### src/verilog/core_pkg.sv
// core-wide types: data width, register index, sequencer states, putch word
package core_pkg;

  localparam int XLEN      = 64;
  localparam int REG_IDX_W = 5;

  typedef logic [XLEN-1:0]      xlen_t;
  typedef logic [REG_IDX_W-1:0] reg_idx_t;

  // a0 holds the putch character
  localparam reg_idx_t REG_A0 = 5'd10;

  localparam logic [31:0] PUTCH_INST = 32'h0000_007b;

  // one instruction in flight at a time
  typedef enum logic [1:0] {
    S_FETCH,
    S_DECODE,
    S_EXECUTE
  } seq_state_e;

endpackage

### src/verilog/regfile.sv
// integer register file: 32 x 64, two combinational reads, one write
`timescale 1ns/1ps

module regfile import core_pkg::*; (
  input  logic     i_clk,
  input  logic     i_rst_n,
  input  reg_idx_t i_rs1,
  input  reg_idx_t i_rs2,
  output xlen_t    o_rs1_data,
  output xlen_t    o_rs2_data,
  input  reg_idx_t i_rd,
  input  logic     i_rd_wen,
  input  xlen_t    i_rd_wdata
);

  localparam int NUM_REGS = 32;

  xlen_t regs [NUM_REGS];

  always_ff @(posedge i_clk or negedge i_rst_n) begin
    if (!i_rst_n) begin
      for (int i = 0; i < NUM_REGS; i++) begin
        regs[i] <= '0;
      end
    end else if (i_rd_wen && (i_rd != '0)) begin
      regs[i_rd] <= i_rd_wdata;
    end
  end

  // x0 reads as zero
  assign o_rs1_data = (i_rs1 == '0) ? '0 : regs[i_rs1];
  assign o_rs2_data = (i_rs2 == '0) ? '0 : regs[i_rs2];

endmodule

### config.mk
export PLATFORM = sky130hd
export DESIGN_NAME = regfile
export DESIGN_NICKNAME = d
export VERILOG_FILES = /design/src/verilog/core_pkg.sv /design/src/verilog/regfile.sv
export SDC_FILE = /design/constraint.sdc
export NUM_CORES = 2
export LEC_CHECK = 0
export BUFFER_PORTS_ARGS = -buffer_cell sky130_fd_sc_hd__buf_2
export CORE_MARGIN = 2
export CORE_UTILIZATION = 44
export DETAILED_ROUTE_END_ITERATION = 16
export PLACE_DENSITY = 0.61
export SYNTH_ARGS = -nofsm -noshare
export SYNTH_HDL_FRONTEND = slang
export SYNTH_SLANG_ARGS = --single-unit
### constraint.sdc
create_clock -name i_clk -period 4 [get_ports i_clk]
set_clock_uncertainty 0.15 [all_clocks]
set_input_delay 0.8 -clock i_clk [delete_from_list [all_inputs] [get_ports i_clk]]
set_output_delay 0.8 -clock i_clk [all_outputs]
set_load 0.02 [all_outputs]
==> results.md <==
- Sequential fraction of the synthesis area: 47.3%
- Total GRT Usage: 27.6%
- Slew margin rel.: 31.6%
- CP Data Required Time: 3050 ps
- Largest registers: regs x2048
- CP bufs+invs: 4
- Unique masters post-synth: 48
- Crit-path cells: buf_8, buf_16, buf_12, mux4_2, mux4_2, mux2_2, buf_2
- Vias: 66900
- Critical path's largest stage delay: 480 ps
- Hold Vio Cnt, Final: 0
- Leak: 54.3 nW
- Share of cells above drive strength 1: 56.4%
- Fmax: 251 MHz
- DRC violations left: 0
- Top delay family on crit path: multiplexers
- Max Slew Vio Count: 0
- Hold path depth: 0
- Number of global-route vias before repair: 71100
- Hold_sp: regs[2001]
- Worst Setup Slack, final: 23.8 ps
- HPWL after DPL: 210000 um
- Final net count: 7136
- Chip width: 500 um
- Clock Pin Slew Worst Setup and Hold Paths: 60 ps
- Worst Setup SP: i_rs1[1]
- Placed Cells: 10000
- CTS tree: built
- Synth area leader: dfrtp_1
- Area share of the largest cell type after synthesis: 47.3%
- Finished Core Util: 50.5%
- Post-layout min period: 3980 ps
- Mapped Nets: 7045
- Critical Path Sink Type: output port
- TNS Setup: 0 ps
- Top reg by flops: regs
- Cells on worst reg2reg path: 1
- Dpl ws: -97.8 ps
- Non-filler instance count after layout: 10500
- WL final: 345000 um
- Grt ovf: 0
- Finished layout cell area: 0.124 sq mm
- Crit path depth: 7
- Setup crit start kind: input port
- Synth top area cells: dfrtp_1 (47%), mux2_2 (21%), mux4_2 (20%)
- Clk sinks: 2048
- Die area: 0.250 sq mm
- H-tree levels: 4
- Cell area after synthesis: 0.108 sq mm
- Hold WC Path Type: flip-flop to flip-flop
- First-pass GRT wire length: 506000 um
- CP arrival: 3030 ps
- Avg Synthesized Cell Area: 15.6 sq um
- Starting density of the core: 44.2%
- FFs w/ async S/R, synth: 100%
- Mapped Cells: 6963
- DRT iter0 DRCs: 5683
- Pin count of the biggest net entering global routing: 165
- Vias/cell: 6.39
- Root buffer cell: clkbuf_16
- Worst-margin pin slew: 1020 ps
- Total core area: 0.245 sq mm
- Post-detailed-route count of antenna-violating nets: 0
- Status: finished clean
- Clk_lat worst skew: 870 ps
- CP max-delay cell: mux4_2
- Die height: 500 um
- Period utilization: 99.4%
- CTS Buf Count: 221
- Most common flop cell mapped by yosys: dfrtp_1
- 1st-pass router iterations: 5
- WL/cell: 33.0 um
- I/O pin count: 210
- Max FFs per register: 2048
- Max VDD drop: 0.000395 V
- Worst Path Max Fanout: 43
- PD cells: 505 mW/mm^2
- Area post-placement: 0.116 sq mm
- Max Cap Viol: 0
- Antenna violations before repair: 28
- Site Rows: 182
- Final setup vio count: 0
- Type of the worst setup path: input port to output port
- Final estimated routing congestion in global placement: 0.822
- Max Root-Sink Buffers: 3
- Critical Path Most Common Cell: mux4_2
- Post-synth top cells: dfrtp_1 (2048), mux2_2 (2008), mux4_2 (968)
- Reg-to-reg startpoint: regs[1959]
- Post-synthesis register bit count: 2048
- EDFF count, synth: 0
- PortBufs: 209
- Synth warn: 0
- Layout area overhead: 14.3%
- Most common cell in the netlist: dfrtp_1
-- through the flow --
step / hold slack, ps / power, mW
after floorplan: 275 / 36.6
after global placement: 211 / 40.4
after detailed placement: 213 / 41.0
after CTS: 226 / 62.9
after global routing: 236 / 65.2
final: 226 / 62.5
-- cells by family after synthesis --
group	count (synthesis)	synth area share, %
AO/OA/AOI/OAI	328	2.14
buffers and inverters	807	3.28
flip-flops	2048	47.3
multiplexers	3510	45.9
AND/OR/NAND/NOR	270	1.41
-- path summary, 6_finish.rpt --
kind / end / slack, ps
max: o_rs1_data[52] / 20
min: regs[2001] / 230
max reg2reg: regs[1959] / 3020
min reg2reg: regs[2001] / 230
max in group asynchronous: regs[672] / 2030
min in group asynchronous: regs[715] / 310
-- cells in the final DEF (no fill, tap or decap), types with 37 or more instances in the layout --
| master | synthesis | final |
|---|---|---|
| buf_12 | 0 | 170 |
| buf_2 | 286 | 199 |
| buf_4 | 26 | 286 |
| clkbuf_1 | 434 | 41 |
| clkbuf_16 | 0 | 226 |
| clkbuf_8 | 0 | 52 |
| clkinv_2 | 0 | 46 |
| dfrtp_1 | 2048 | 2048 |
| mux2_2 | 2008 | 2008 |
| mux2i_1 | 520 | 520 |
| mux4_2 | 968 | 968 |
| nor2b_1 | 39 | 37 |
| o22ai_1 | 182 | 182 |
| or2_1 | 71 | 71 |
-- what timing repair did --
action | in CTS | in global routing
hold buffers | 1 | 0
endpoints found under the setup margin | 12 | 16
gates cloned | 0 | 1
setup buffers | 3 | 0
gates resized for setup | 6 | 12
endpoints found under the hold margin | 31 | 0
-- power breakdown --
group,switching [mW],leakage (nW),internal (mW)
Sequential,2.88,26.3,24.7
Clock,8.86,3.83,13.0
Combinational,5.31,24.2,7.85
-- cell type report --
cell class / instances / area (sq um)
diodes: 12 / 30.0
clock buffers: 316 / 6470
clock inverters: 93 / 1280
fillers: 20500 / 122000
multi-input cells: 4108 / 54000
flip-flops and latches: 2048 / 51200
well taps: 3220 / 4030
repair buffers: 675 / 6920
-- per-layer routing --
layer / wire length (um) / GRT usage [%]
met2: 170000 / 45.8
met3: 18100 / 4.22
met4: 12900 / 9.57
met1: 144000 / 37.0
met5: 67 / 0
No activity file was read; power rests on OpenSTA's default activity.
