$ cat src/verilog/core_pkg.sv
// core-wide types: data width, register index, sequencer states, putch word
package core_pkg;

  localparam int XLEN      = 64;
  localparam int REG_IDX_W = 5;

  typedef logic [XLEN-1:0]      xlen_t;
  typedef logic [REG_IDX_W-1:0] reg_idx_t;

  // a0 holds the putch character
  localparam reg_idx_t REG_A0 = 5'd10;

  localparam logic [31:0] PUTCH_INST = 32'h0000_007b;

  // one instruction in flight at a time
  typedef enum logic [1:0] {
    S_FETCH,
    S_DECODE,
    S_EXECUTE
  } seq_state_e;

endpackage

$ cat src/verilog/rv_isa_pkg.sv
// rv64 instruction encodings: field widths and types, funct codes, opcode and alu enums
package rv_isa_pkg;

  localparam int INST_W   = 32;
  localparam int OPCODE_W = 7;
  localparam int FUNCT3_W = 3;
  localparam int FUNCT7_W = 7;

  typedef logic [INST_W-1:0]   inst_t;
  typedef logic [FUNCT3_W-1:0] funct3_t;
  typedef logic [FUNCT7_W-1:0] funct7_t;

  // major opcodes in use
  typedef enum logic [OPCODE_W-1:0] {
    OP_IMM       = 7'b0010011,
    OP           = 7'b0110011,
    LUI          = 7'b0110111,
    BRANCH       = 7'b1100011,
    JAL          = 7'b1101111,
    CUSTOM_PUTCH = 7'b1111011
  } opcode_e;

  // funct3 for alu and branch forms
  localparam funct3_t F3_ADD_SUB = 3'b000;
  localparam funct3_t F3_XOR     = 3'b100;
  localparam funct3_t F3_OR      = 3'b110;
  localparam funct3_t F3_AND     = 3'b111;
  localparam funct3_t F3_BEQ     = 3'b000;
  localparam funct3_t F3_BNE     = 3'b001;

  localparam funct7_t F7_BASE = 7'b0000000;
  localparam funct7_t F7_SUB  = 7'b0100000;

  typedef enum logic [2:0] {
    ADD,
    SUB,
    AND,
    OR,
    XOR,
    PASS_B
  } alu_op_e;

endpackage
$ cat src/verilog/if_stage.sv
// fetch stage: pc, fetch handshake, instruction register and stage sequencer
`timescale 1ns/1ps

module if_stage import rv_isa_pkg::*, core_pkg::*; #(
  parameter xlen_t RESET_PC = 64'h8000_0000
) (
  input  logic  i_clk,
  input  logic  i_rst_n,

  output logic  o_imem_req,
  output xlen_t o_imem_addr,
  input  logic  i_imem_ack,
  input  inst_t i_imem_rdata,

  input  xlen_t i_pc_next,
  output xlen_t o_pc,
  output inst_t o_inst,
  output logic  o_decode_en,
  output logic  o_exec_en
);

  seq_state_e state_q;
  xlen_t      pc_q;
  logic       req_q;
  inst_t      inst_q;

  //////////////////////////////
  // sequencer
  always_ff @(posedge i_clk or negedge i_rst_n) begin
    if (!i_rst_n) begin
      state_q <= S_FETCH;
      pc_q    <= RESET_PC;
      req_q   <= 1'b0;
    end else begin
      case (state_q)
        S_FETCH: begin
          // first request after reset
          if (!req_q) begin
            req_q <= 1'b1;
          end else if (i_imem_ack) begin
            req_q   <= 1'b0;
            state_q <= S_DECODE;
          end
        end
        S_DECODE: begin
          state_q <= S_EXECUTE;
        end
        S_EXECUTE: begin
          pc_q    <= i_pc_next;
          req_q   <= 1'b1;
          state_q <= S_FETCH;
        end
        default: begin
          state_q <= S_FETCH;
        end
      endcase
    end
  end

  // instruction register, loaded on the ack beat
  always_ff @(posedge i_clk) begin
    if (state_q == S_FETCH && req_q && i_imem_ack) begin
      inst_q <= i_imem_rdata;
    end
  end

  assign o_imem_req  = req_q;
  assign o_imem_addr = pc_q;
  assign o_pc        = pc_q;
  assign o_inst      = inst_q;
  assign o_decode_en = (state_q == S_DECODE);
  assign o_exec_en   = (state_q == S_EXECUTE);

endmodule

$ cat config.mk
export PLATFORM = sky130hd
export DESIGN_NAME = if_stage
export DESIGN_NICKNAME = d
export VERILOG_FILES = /design/src/verilog/core_pkg.sv /design/src/verilog/rv_isa_pkg.sv /design/src/verilog/if_stage.sv
export SDC_FILE = /design/constraint.sdc
export NUM_CORES = 1
export LEC_CHECK = 0
export BUFFER_PORTS_ARGS = -buffer_cell sky130_fd_sc_hd__buf_2
export CAP_MARGIN = 25
export CORE_ASPECT_RATIO = 0.5
export CORE_MARGIN = 2
export CORE_UTILIZATION = 35
export CTS_CLUSTER_SIZE = 14
export DETAILED_ROUTE_END_ITERATION = 6
export PLACE_DENSITY = 0.68
export REMOVE_ABC_BUFFERS = 1
export SYNTH_ARGS = -nofsm -noshare
export SYNTH_HDL_FRONTEND = slang
export SYNTH_SLANG_ARGS = --single-unit
export TNS_END_PERCENT = 5
$ cat constraint.sdc
create_clock -name i_clk -period 2 [get_ports i_clk]
set_input_delay 0.1 -clock i_clk [delete_from_list [all_inputs] [get_ports i_clk]]
set_output_delay 0.1 -clock i_clk [all_outputs]
set_load 0.05 [all_outputs]
==> run_results.csv <==
group,metric,value,unit
run_status,outcome,"complete, no violations",
synth,yosys_warnings,0,
min_path,holdPathStages,2,
clock_network,clkSinkCount,99,
sta,setup_ws,339.8,ps
cells_and_area,syn_to_final_growth,53.33,%
setup_path,crit_type,"reg2out",
grt,track_usage,15.75,%
place,gp_congestion,0.7818,
detailed_routing,routed_via_density,4.074,
grt,grt_max_degree,34,
sta,rsz0062_at_grt,"no",
floorplanning,initial_utilization,35.74,%
synth,synth_seq_area_share,62.73,%
sta,maxSlewViolCount,0,
floorplanning,core,11770,um^2
detailed_routing,wl_met2,5872,um
detailed_routing,m1WireLength,4245,um
sta,layout_min_cycle_time,1660,ps
sta,fmax,602.3,MHz
floorplanning,ios,262,
synth,ys_ff_latch,99,
clock_network,h-tree-depth,3,
sta,timing.final.crit_share,83.01,%
place,pre_cts_slack,617.3,ps
cells_and_area,layout-drive-gt1-share,63.75,%
floorplanning,rows,28,
cells_and_area,n_fill_cell,1018,
floorplanning,fp.dieArea,12960,um^2
detailed_routing,drt-pass1-iter-count,4,
place,portBuffers,261,
detailed_routing,ant_nets,0,
grt,grt_pass1_vias,2983,
detailed_routing,routed.top_layer,"met4",
clock_network,cts_root_buf,"clkbuf_16",
clock_network,tritoncts.num_buffers,9,
detailed_routing,drc_errors,0,
clock_network,cts_setup_buffers,0,
grt,overflow,0,
detailed_routing,postRouteWirelength,10650,um
clock_network,cts_tree,"built",
setup_path,worstPathRequired,1900,ps
sta,finalSetupViolCount,0,
detailed_routing,vias,2909,
floorplanning,die_h,81.52,um
clock_network,worst_skew_pair.late_latency,330,ps
sta,tightest_slew,669.9,ps
setup_path,worstPathMaxFanout,33,
place,hpwlAfterDp,7277,um
grt,grt_pass1_wl,15690,um
min_path,hp-class,"in2reg",
sta,clock_skew,4.177,ps
clock_network,cts_max_path_buffers,2,
detailed_routing,drt_iter0_markers,92,
sta,hold_viol_final,0,
synth,ys_types,13,
grt,antenna_found_initial,0,
sta,max-slew-margin-rel,55.34,%
synth,syn_area_per_cell,17.45,um^2
run,maxCapViolations,0,
floorplanning,die_w,159.0,um
synth,synth_area,4207,um^2
synth,syn_inst,241,
cells_and_area,diodes,0,
detailed_routing,wl_met3,372,um
detailed_routing,wl_per_cell,14.92,um
setup_path,arrival,1560,ps
setup_path,start_kind,"register",
setup_path,end_kind,"output port",
setup_path,r2r_cells,3,
clock_network,clk_pin_slew,70,ps
cells_and_area,fin_nets,643,
[logic make-up after synthesis]
| family | count (synthesis) | share of synthesized area (%) |
|---|---|---|
| and+or+nand+nor | 5 | 1.219 |
| AOI/OAI and AO/OA | 1 | 0.1189 |
| muxes | 64 | 21.51 |
| DFF | 99 | 62.73 |
| buffers and inverters | 72 | 14.43 |
[synthesized netlist by cell type (all sizes together)]
| master | count | share of area, % |
|---|---|---|
| buf | 71 | 14 |
| nor2b | 3 | 0.62 |
| edfxtp | 32 | 23 |
| a21oi | 1 | 0.12 |
| dfstp | 1 | 0.62 |
| and4bb | 2 | 0.59 |
| inv | 1 | 0.089 |
| dfrtp | 66 | 39 |
| mux2 | 64 | 22 |
[cells in the final DEF (no fill, tap or decap), drive strengths merged]
cell type / synthesis / routed
dlygate4sd3: 0 / 96
buf: 71 / 267
edfxtp: 32 / 32
dfrtp: 66 / 66
dfstp: 1 / 1
a21oi: 1 / 1
nor2b: 3 / 3
clkbuf: 0 / 11
mux2: 64 / 64
clkinv: 0 / 2
inv: 1 / 1
and4bb: 2 / 2
clkinvlp: 0 / 3
[sequential cells by signal, indices dropped and copies added, names as in the netlist]
name,flops
o_imem_addr,64
o_inst,32
state_q,2
o_imem_req,1
[what timing repair did]
action,CTS,global route
hold buffers,96,0
endpoints found under the setup margin,0,0
hold endpoints to repair,121,0
gates resized for setup,0,0
[metrics by stage]
stage               cell area, um^2  std cells  utilization (%)  hold slack (ps)  TNS, ps
floorplan                      3603        170                -           -195.6   -33070
global placement               5199        602            44.16            165.2        0
detailed placement             5199        602            44.16            174.6        0
CTS                            6450        714            54.79          0.08760        0
global route                   6450        714            54.79            5.048        0
finish                         6450        714            54.79            18.26        0
[final cells by class]
type | instances | area [um^2] | area share [%]
Clock buffer | 11 | 254.0 | 3.938
Sequential cell | 99 | 2639 | 40.91
Tap cell | 165 | 206.4 | 3.201
Inverter | 1 | 3.754 | 0.05820
Multi-Input combinational cell | 70 | 960.9 | 14.90
Clock inverter | 5 | 36.28 | 0.5626
Timing Repair Buffer | 363 | 2350 | 36.43
[layer usage]
layer	GRT usage, %	vias to the layer above
met5	0	-
met4	5.727	0
met3	4.394	15
met2	28.00	67
met1	18.80	1461
li1	-	1366
[path summary, 6_finish.rpt]
| kind | slack, ps | startpoint | end |
|---|---|---|---|
| max in group asynchronous | 980 | i_rst_n | o_imem_addr[31] |
| hold reg to reg | 500 | state_q[1] | state_q[1] |
| hold / removal | 20 | i_pc_next[21] | o_imem_addr[21] |
| setup reg to reg | 600 | state_q[0] | o_imem_addr[57] |
| min in group asynchronous | 340 | i_rst_n | o_imem_addr[1] |
| setup / recovery | 340 | state_q[0] | o_exec_en |
[worst max-delay path, stage by stage (launching register included)]
cell     delay, ps
dfrtp_1        440
nor2b_4        200
buf_12         250
buf_2          310
Power is not shown: default switching activity piles up to over one toggle a cycle in this logic, so the estimate is an artifact.
