[config.mk]
export PLATFORM = sky130hd
export DESIGN_NAME = id_stage_flat
export DESIGN_NICKNAME = d
export VERILOG_FILES = /design/src/verilog/core_pkg.sv /design/src/verilog/rv_isa_pkg.sv /design/src/verilog/decode_if.sv /design/src/verilog/id_stage.sv /design/src/flat_wrapper.sv
export SDC_FILE = /design/constraint.sdc
export NUM_CORES = 1
export LEC_CHECK = 0
export ABC_AREA = 0
export BUFFER_PORTS_ARGS = -buffer_cell sky130_fd_sc_hd__buf_2
export CELL_PAD_IN_SITES_DETAIL_PLACEMENT = 1
export CELL_PAD_IN_SITES_GLOBAL_PLACEMENT = 2
export CORE_AREA = 2 2 196 198
export CTS_CLUSTER_DIAMETER = 60
export CTS_CLUSTER_SIZE = 40
export DETAILED_ROUTE_END_ITERATION = 10
export DIE_AREA = 0 0 198 200
export PLACE_DENSITY = 0.77
export RECOVER_POWER = 25
export SYNTH_ARGS = -nofsm -noshare
export SYNTH_HDL_FRONTEND = slang
export SYNTH_SLANG_ARGS = --single-unit
[constraint.sdc]
create_clock -name i_clk -period 1.3 [get_ports i_clk]
set_input_delay 0.065 -clock i_clk [delete_from_list [all_inputs] [get_ports i_clk]]
set_output_delay 0.065 -clock i_clk [all_outputs]
set_load 0.05 [all_outputs]
[src/verilog/core_pkg.sv]
// core-wide types: data width, register index, sequencer states, putch word
package core_pkg;

  localparam int XLEN      = 64;
  localparam int REG_IDX_W = 5;

  typedef logic [XLEN-1:0]      xlen_t;
  typedef logic [REG_IDX_W-1:0] reg_idx_t;

  // a0 holds the putch character
  localparam reg_idx_t REG_A0 = 5'd10;

  localparam logic [31:0] PUTCH_INST = 32'h0000_007b;

  // one instruction in flight at a time
  typedef enum logic [1:0] {
    S_FETCH,
    S_DECODE,
    S_EXECUTE
  } seq_state_e;

endpackage

[src/verilog/rv_isa_pkg.sv]
// rv64 instruction encodings: field widths and types, funct codes, opcode and alu enums
package rv_isa_pkg;

  localparam int INST_W   = 32;
  localparam int OPCODE_W = 7;
  localparam int FUNCT3_W = 3;
  localparam int FUNCT7_W = 7;

  typedef logic [INST_W-1:0]   inst_t;
  typedef logic [FUNCT3_W-1:0] funct3_t;
  typedef logic [FUNCT7_W-1:0] funct7_t;

  // major opcodes in use
  typedef enum logic [OPCODE_W-1:0] {
    OP_IMM       = 7'b0010011,
    OP           = 7'b0110011,
    LUI          = 7'b0110111,
    BRANCH       = 7'b1100011,
    JAL          = 7'b1101111,
    CUSTOM_PUTCH = 7'b1111011
  } opcode_e;

  // funct3 for alu and branch forms
  localparam funct3_t F3_ADD_SUB = 3'b000;
  localparam funct3_t F3_XOR     = 3'b100;
  localparam funct3_t F3_OR      = 3'b110;
  localparam funct3_t F3_AND     = 3'b111;
  localparam funct3_t F3_BEQ     = 3'b000;
  localparam funct3_t F3_BNE     = 3'b001;

  localparam funct7_t F7_BASE = 7'b0000000;
  localparam funct7_t F7_SUB  = 7'b0100000;

  typedef enum logic [2:0] {
    ADD,
    SUB,
    AND,
    OR,
    XOR,
    PASS_B
  } alu_op_e;

endpackage
[src/verilog/decode_if.sv]
// decoded instruction bundle from decode to execute
`timescale 1ns/1ps

interface decode_if import rv_isa_pkg::*, core_pkg::*; ();

  alu_op_e  alu_op;
  xlen_t    op_a;
  xlen_t    op_b;
  xlen_t    imm;
  reg_idx_t rd;
  logic     rd_wen;
  logic     is_branch;
  logic     branch_ne;
  logic     is_jal;
  logic     is_putch;
  xlen_t    pc;

  modport dec_mp (
    output alu_op, op_a, op_b, imm, rd, rd_wen,
    output is_branch, branch_ne, is_jal, is_putch, pc
  );

  modport exe_mp (
    input alu_op, op_a, op_b, imm, rd, rd_wen,
    input is_branch, branch_ne, is_jal, is_putch, pc
  );

endinterface

[src/verilog/id_stage.sv]
// decode stage: field split, immediates, alu op mapping, registered decode bundle
`timescale 1ns/1ps

module id_stage import rv_isa_pkg::*, core_pkg::*; (
  input  logic          i_clk,
  input  logic          i_rst_n,
  input  logic          i_decode_en,
  input  xlen_t         i_pc,
  input  inst_t         i_inst,
  output reg_idx_t      o_rs1,
  output reg_idx_t      o_rs2,
  input  xlen_t         i_rs1_data,
  input  xlen_t         i_rs2_data,
  decode_if.dec_mp      dec
);

  opcode_e  opcode;
  funct3_t  funct3;
  funct7_t  funct7;
  logic     putch_word;
  xlen_t    imm_i;
  xlen_t    imm_u;
  xlen_t    imm_b;
  xlen_t    imm_j;
  alu_op_e  f3_op;
  logic     f3_ok;

  alu_op_e  d_alu_op;
  xlen_t    d_op_b;
  xlen_t    d_imm;
  logic     d_rd_wen;
  logic     d_is_branch;
  logic     d_is_jal;

  assign opcode     = opcode_e'(i_inst[6:0]);
  assign funct3     = i_inst[14:12];
  assign funct7     = i_inst[31:25];
  assign putch_word = (i_inst == PUTCH_INST);

  // putch reads a0 regardless of its rs1 field
  assign o_rs1 = putch_word ? REG_A0 : i_inst[19:15];
  assign o_rs2 = i_inst[24:20];

  assign imm_i = {{52{i_inst[31]}}, i_inst[31:20]};
  assign imm_u = {{32{i_inst[31]}}, i_inst[31:12], 12'b0};
  assign imm_b = {{51{i_inst[31]}}, i_inst[31], i_inst[7], i_inst[30:25],
                  i_inst[11:8], 1'b0};
  assign imm_j = {{43{i_inst[31]}}, i_inst[31], i_inst[19:12], i_inst[20],
                  i_inst[30:21], 1'b0};

  always_comb begin
    f3_ok = 1'b1;
    case (funct3)
      F3_ADD_SUB: f3_op = ADD;
      F3_XOR:     f3_op = XOR;
      F3_OR:      f3_op = OR;
      F3_AND:     f3_op = AND;
      default: begin
        f3_op = ADD;
        f3_ok = 1'b0;
      end
    endcase
  end

  // anything unmatched falls through as a no-op
  always_comb begin
    d_alu_op    = ADD;
    d_op_b      = i_rs2_data;
    d_imm       = imm_i;
    d_rd_wen    = 1'b0;
    d_is_branch = 1'b0;
    d_is_jal    = 1'b0;
    case (opcode)
      OP_IMM: begin
        d_alu_op = f3_op;
        d_op_b   = imm_i;
        d_rd_wen = f3_ok;
      end
      OP: begin
        d_alu_op = (funct7 == F7_SUB) ? SUB : f3_op;
        d_rd_wen = f3_ok && ((funct7 == F7_BASE) ||
                   (funct7 == F7_SUB && funct3 == F3_ADD_SUB));
      end
      LUI: begin
        d_alu_op = PASS_B;
        d_op_b   = imm_u;
        d_imm    = imm_u;
        d_rd_wen = 1'b1;
      end
      BRANCH: begin
        d_imm       = imm_b;
        d_is_branch = (funct3 == F3_BEQ) || (funct3 == F3_BNE);
      end
      JAL: begin
        d_imm    = imm_j;
        d_is_jal = 1'b1;
        d_rd_wen = 1'b1;
      end
      default: begin
      end
    endcase
  end

  //////////////////////////////
  // decode register
  always_ff @(posedge i_clk or negedge i_rst_n) begin
    if (!i_rst_n) begin
      dec.rd_wen    <= 1'b0;
      dec.is_branch <= 1'b0;
      dec.is_jal    <= 1'b0;
      dec.is_putch  <= 1'b0;
    end else if (i_decode_en) begin
      dec.rd_wen    <= d_rd_wen;
      dec.is_branch <= d_is_branch;
      dec.is_jal    <= d_is_jal;
      dec.is_putch  <= (opcode == CUSTOM_PUTCH) && putch_word;
    end
  end

  always_ff @(posedge i_clk) begin
    if (i_decode_en) begin
      dec.alu_op    <= d_alu_op;
      dec.op_a      <= i_rs1_data;
      dec.op_b      <= d_op_b;
      dec.imm       <= d_imm;
      dec.rd        <= i_inst[11:7];
      dec.branch_ne <= (funct3 == F3_BNE);
      dec.pc        <= i_pc;
    end
  end

endmodule

[src/flat_wrapper.sv]
// flat-port wrapper written by rule: the top's interface ports become plain ports
module id_stage_flat import rv_isa_pkg::*, core_pkg::*;
  (i_clk, i_rst_n, i_decode_en, i_pc, i_inst, o_rs1, o_rs2, i_rs1_data, i_rs2_data, dec_alu_op, dec_op_a, dec_op_b, dec_imm, dec_rd, dec_rd_wen, dec_is_branch, dec_branch_ne, dec_is_jal, dec_is_putch, dec_pc);
  decode_if dec_i ();
  input  logic i_clk;
  input  logic i_rst_n;
  input  logic i_decode_en;
  input  xlen_t i_pc;
  input  inst_t i_inst;
  output reg_idx_t o_rs1;
  output reg_idx_t o_rs2;
  input  xlen_t i_rs1_data;
  input  xlen_t i_rs2_data;
  output wire logic [$bits(dec_i.alu_op)-1:0] dec_alu_op;
  output wire logic [$bits(dec_i.op_a)-1:0] dec_op_a;
  output wire logic [$bits(dec_i.op_b)-1:0] dec_op_b;
  output wire logic [$bits(dec_i.imm)-1:0] dec_imm;
  output wire logic [$bits(dec_i.rd)-1:0] dec_rd;
  output wire logic [$bits(dec_i.rd_wen)-1:0] dec_rd_wen;
  output wire logic [$bits(dec_i.is_branch)-1:0] dec_is_branch;
  output wire logic [$bits(dec_i.branch_ne)-1:0] dec_branch_ne;
  output wire logic [$bits(dec_i.is_jal)-1:0] dec_is_jal;
  output wire logic [$bits(dec_i.is_putch)-1:0] dec_is_putch;
  output wire logic [$bits(dec_i.pc)-1:0] dec_pc;
  assign dec_alu_op = dec_i.alu_op;
  assign dec_op_a = dec_i.op_a;
  assign dec_op_b = dec_i.op_b;
  assign dec_imm = dec_i.imm;
  assign dec_rd = dec_i.rd;
  assign dec_rd_wen = dec_i.rd_wen;
  assign dec_is_branch = dec_i.is_branch;
  assign dec_branch_ne = dec_i.branch_ne;
  assign dec_is_jal = dec_i.is_jal;
  assign dec_is_putch = dec_i.is_putch;
  assign dec_pc = dec_i.pc;
  id_stage u_core (.i_clk(i_clk), .i_rst_n(i_rst_n), .i_decode_en(i_decode_en), .i_pc(i_pc), .i_inst(i_inst), .o_rs1(o_rs1), .o_rs2(o_rs2), .i_rs1_data(i_rs1_data), .i_rs2_data(i_rs2_data), .dec(dec_i));
endmodule
==> out/summary.txt <==
Status - finished with violations
Failing checks - setup timing
Vert. Die Dim - 200 um
Crit-path cells - buf_2 > nor4_2 > nand3_4 > nor4_4 > buf_4 > or2_4 > buf_8
Root buffer cell - clkbuf_16
Worst-path clk slew - 0.08 ns
DRC viols - 0
Yosys reg bits - 237
Placement Rows - 71
Largest net degree at the start of global routing - 56
Worst EP arrival - 1.39 ns
Critical path class - in2out
Setup violations, final - 274
# clock sinks - 237
VDD IR max - 878.6 uV
P&R area growth vs syn - 80.92%
Avg Inst Size Synth - 18.23 um2
Setup ws final - -0.1584 ns
Final net count - 1485
Share of the synthesized area in the top cell type - 0.8029
Most used flip-flop cell after synthesis - edfxtp_1
Routed wire length per instance - 22.15 um
Post-synth EDFFs - 233
P per Cell Area - 1392 nW/um2
TritonRoute pass-1 iters - 5
HPWL Detailed - 27530 um
Crit path max fanout - 3
Worst-Skew Late Latency - 0.54 ns
Initial Util - 0.2330
Main area contributors after synthesis - edfxtp_1 80%, a21o_1 3.6%, buf_4 3.2%
Seq/Total Area, Yosys - 0.8144
Yosys top cell by area - edfxtp_1
Initial antenna violation count - 7
Gpl congestion - 0.7894
Chip width - 198 um
Clock Skews - 0 ns
Final period util - 1.122
YS warnings - 0
Worst slew pin tran - 0.7581 ns
Period minus WS final - 1.458 ns
RSZ-0062 raised after global routing - true
GR Overflow Total - 0
F_max - 685.7 MHz
1st-iter DRT viols - 280
Global-route wire length before repair - 53030 um
CTS Buf Count - 25
Hold WC Path Type - in2reg
DRT Wirelength - 39740 um
CP peak stage delay - 0.37 ns
FILL cells - 4002
P_leak - 0.006888 uW
Cells after synthesis - 478
Port bufs - 505
Worst path slowest cell - nor4_2
Vias in the first global route - 8243
Slew Limit Fails - 0
Via count - 7522
Antenna viol nets, final - 0
I/O Pins - 506
Max_cap viols - 0
Worst setup EP type - primary output
CTS tree - built
Share of cells above drive strength 1 - 0.4941
Vias per cell - 4.193
GRT Resource Usage Total - 0.1830
Slew HR - 0.4946
Count of cell types in the netlist - 42
Utilization after layout - 0.4216
Crit path launch type - input port
Core area - 37400 um2
WHS - 0.02856 ns
Hold violation total from the final report - 0
Syn nets - 705
Synthesized area - 8715 um2
Htree depth - 1
Critical Path RT - 1.24 ns
Die ar. - 39600 um2
CTS max path bufs - 3
Asr flop ratio synth - 0.01688
cell families (layout without fill, tap and decap cells):
group	after synthesis	in the layout	synth area share
other	0	6	0
muxes	6	6	0.007179
and+or+nand+nor	79	79	0.04623
buffers and inverters	66	865	0.04752
AOI/OAI and AO/OA	90	90	0.08471
DFF	237	237	0.8144
layer usage:
metal  wire (um)  global-route usage
met5          13                   0
met4         777             0.04790
met3        3155             0.05645
met2       22260              0.3637
met1       13530              0.1832
path summary, 6_finish.rpt:
| path | start | endpoint | slack [ns] | cells after the start |
|---|---|---|---|---|
| hold / removal | i_inst[13] | u_core.dec.imm[13] | 0.03 | 3 |
| setup / recovery | i_inst[21] | o_rs1[1] | -0.16 | 7 |
| min in group asynchronous | i_rst_n | u_core.dec.is_jal | 0.44 | 3 |
| setup reg to reg | u_core.dec.rd_wen | u_core.dec.rd_wen | 0.55 | 1 |
| hold reg to reg | u_core.dec.is_putch | u_core.dec.is_putch | 0.51 | 1 |
| max in group asynchronous | i_rst_n | u_core.dec.rd_wen | 0.65 | 3 |
where the power goes:
group          total (uW)  internal, uW  switching (uW)
Sequential           9270          9070             202
Clock                7640          4010            3630
Combinational        5040          1530            3510
Total               21900         14600            7350
sequential cells by signal, indices dropped and copies added, names as in the netlist:
register	count
u_core.dec.rd_wen	1
u_core.dec.is_putch	1
u_core.dec.rd	5
u_core.dec.branch_ne	1
u_core.dec.op_b	64
u_core.dec.alu_op	3
u_core.dec.is_jal	1
u_core.dec.is_branch	1
u_core.dec.imm	32
u_core.dec.op_a	64
u_core.dec.pc	64
cell usage after synthesis, drive strengths merged, types with 3 or more instances:
master / number
nand3: 4
a221o: 19
or4: 3
a21o: 42
a22o: 11
nor3: 4
nand2b: 3
dfrtp: 4
nand2: 27
clkbuf: 18
mux2i: 4
inv: 3
nor4: 4
nor2b: 8
buf: 45
nor2: 14
o2bb2ai: 4
a21oi: 3
nand4: 3
edfxtp: 233
per-stage QoR:
stage | worst slack, ns | power (uW) | area [um2] | TNS, ns | cells
final | -0.1584 | 21950 | 15770 | -23.72 | 1794
after global placement | -0.5622 | 13660 | 12270 | -42.05 | 1516
after global routing | -0.2491 | 22640 | 15760 | -40.84 | 1793
after floorplan | -0.4152 | 12260 | 8805 | -35.52 | 478
after detailed placement | -0.6348 | 13720 | 12270 | -44.49 | 1516
after CTS | -0.1580 | 22000 | 15540 | -5.382 | 1779
critical path: cells and delay by family:
family | cells | cell delay (ns)
and+or+nand+nor | 4 | 0.89
buffers and inverters | 3 | 0.42
area by class of cell:
cell class / count / area (um2) / share of cell area
Inverter: 3 / 11.26 / 0.0007142
Timing Repair Buffer: 816 / 5822 / 0.3693
Tap cell: 511 / 639.4 / 0.04055
Sequential cell: 237 / 7097 / 0.4501
Clock inverter: 19 / 249.0 / 0.01579
Clock buffer: 27 / 633.1 / 0.04016
Antenna cell: 6 / 15.01 / 0.0009523
Multi-Input combinational cell: 175 / 1300 / 0.08245
what timing repair did:
action	CTS	global route
hold buffers	216	0
endpoints found under the setup margin	59	80
cloned	0	4
buffers inserted	1	6
resized for setup	69	53
pin swaps	4	2
endpoints found under the hold margin	237	0
cells in the final DEF (no fill, tap or decap), types with 3 or more instances in the layout:
| cell type | Yosys | layout |
|---|---|---|
| buf_8 | 0 | 3 |
| nor4_2 | 0 | 3 |
| o2bb2ai_1 | 4 | 4 |
| dlygate4sd3_1 | 0 | 216 |
| clkbuf_16 | 0 | 29 |
| a21o_1 | 42 | 42 |
| nand2_1 | 27 | 27 |
| inv_6 | 0 | 4 |
| clkinv_8 | 0 | 3 |
| a22o_1 | 11 | 11 |
| nor2_1 | 14 | 12 |
| nor2b_1 | 8 | 8 |
| a21oi_1 | 3 | 3 |
| clkinv_4 | 0 | 4 |
| mux2i_1 | 4 | 4 |
| nand2b_1 | 3 | 3 |
| buf_12 | 0 | 10 |
| edfxtp_1 | 233 | 233 |
| buf_4 | 37 | 108 |
| dfrtp_1 | 4 | 4 |
| diode_2 | 0 | 6 |
| nand4_1 | 3 | 3 |
| clkbuf_1 | 18 | 35 |
| nand3_1 | 4 | 3 |
| a221o_1 | 19 | 19 |
| clkbuf_4 | 0 | 7 |
| inv_12 | 0 | 4 |
| buf_6 | 3 | 24 |
| buf_2 | 4 | 409 |
Power figures use the tool's default switching activity.
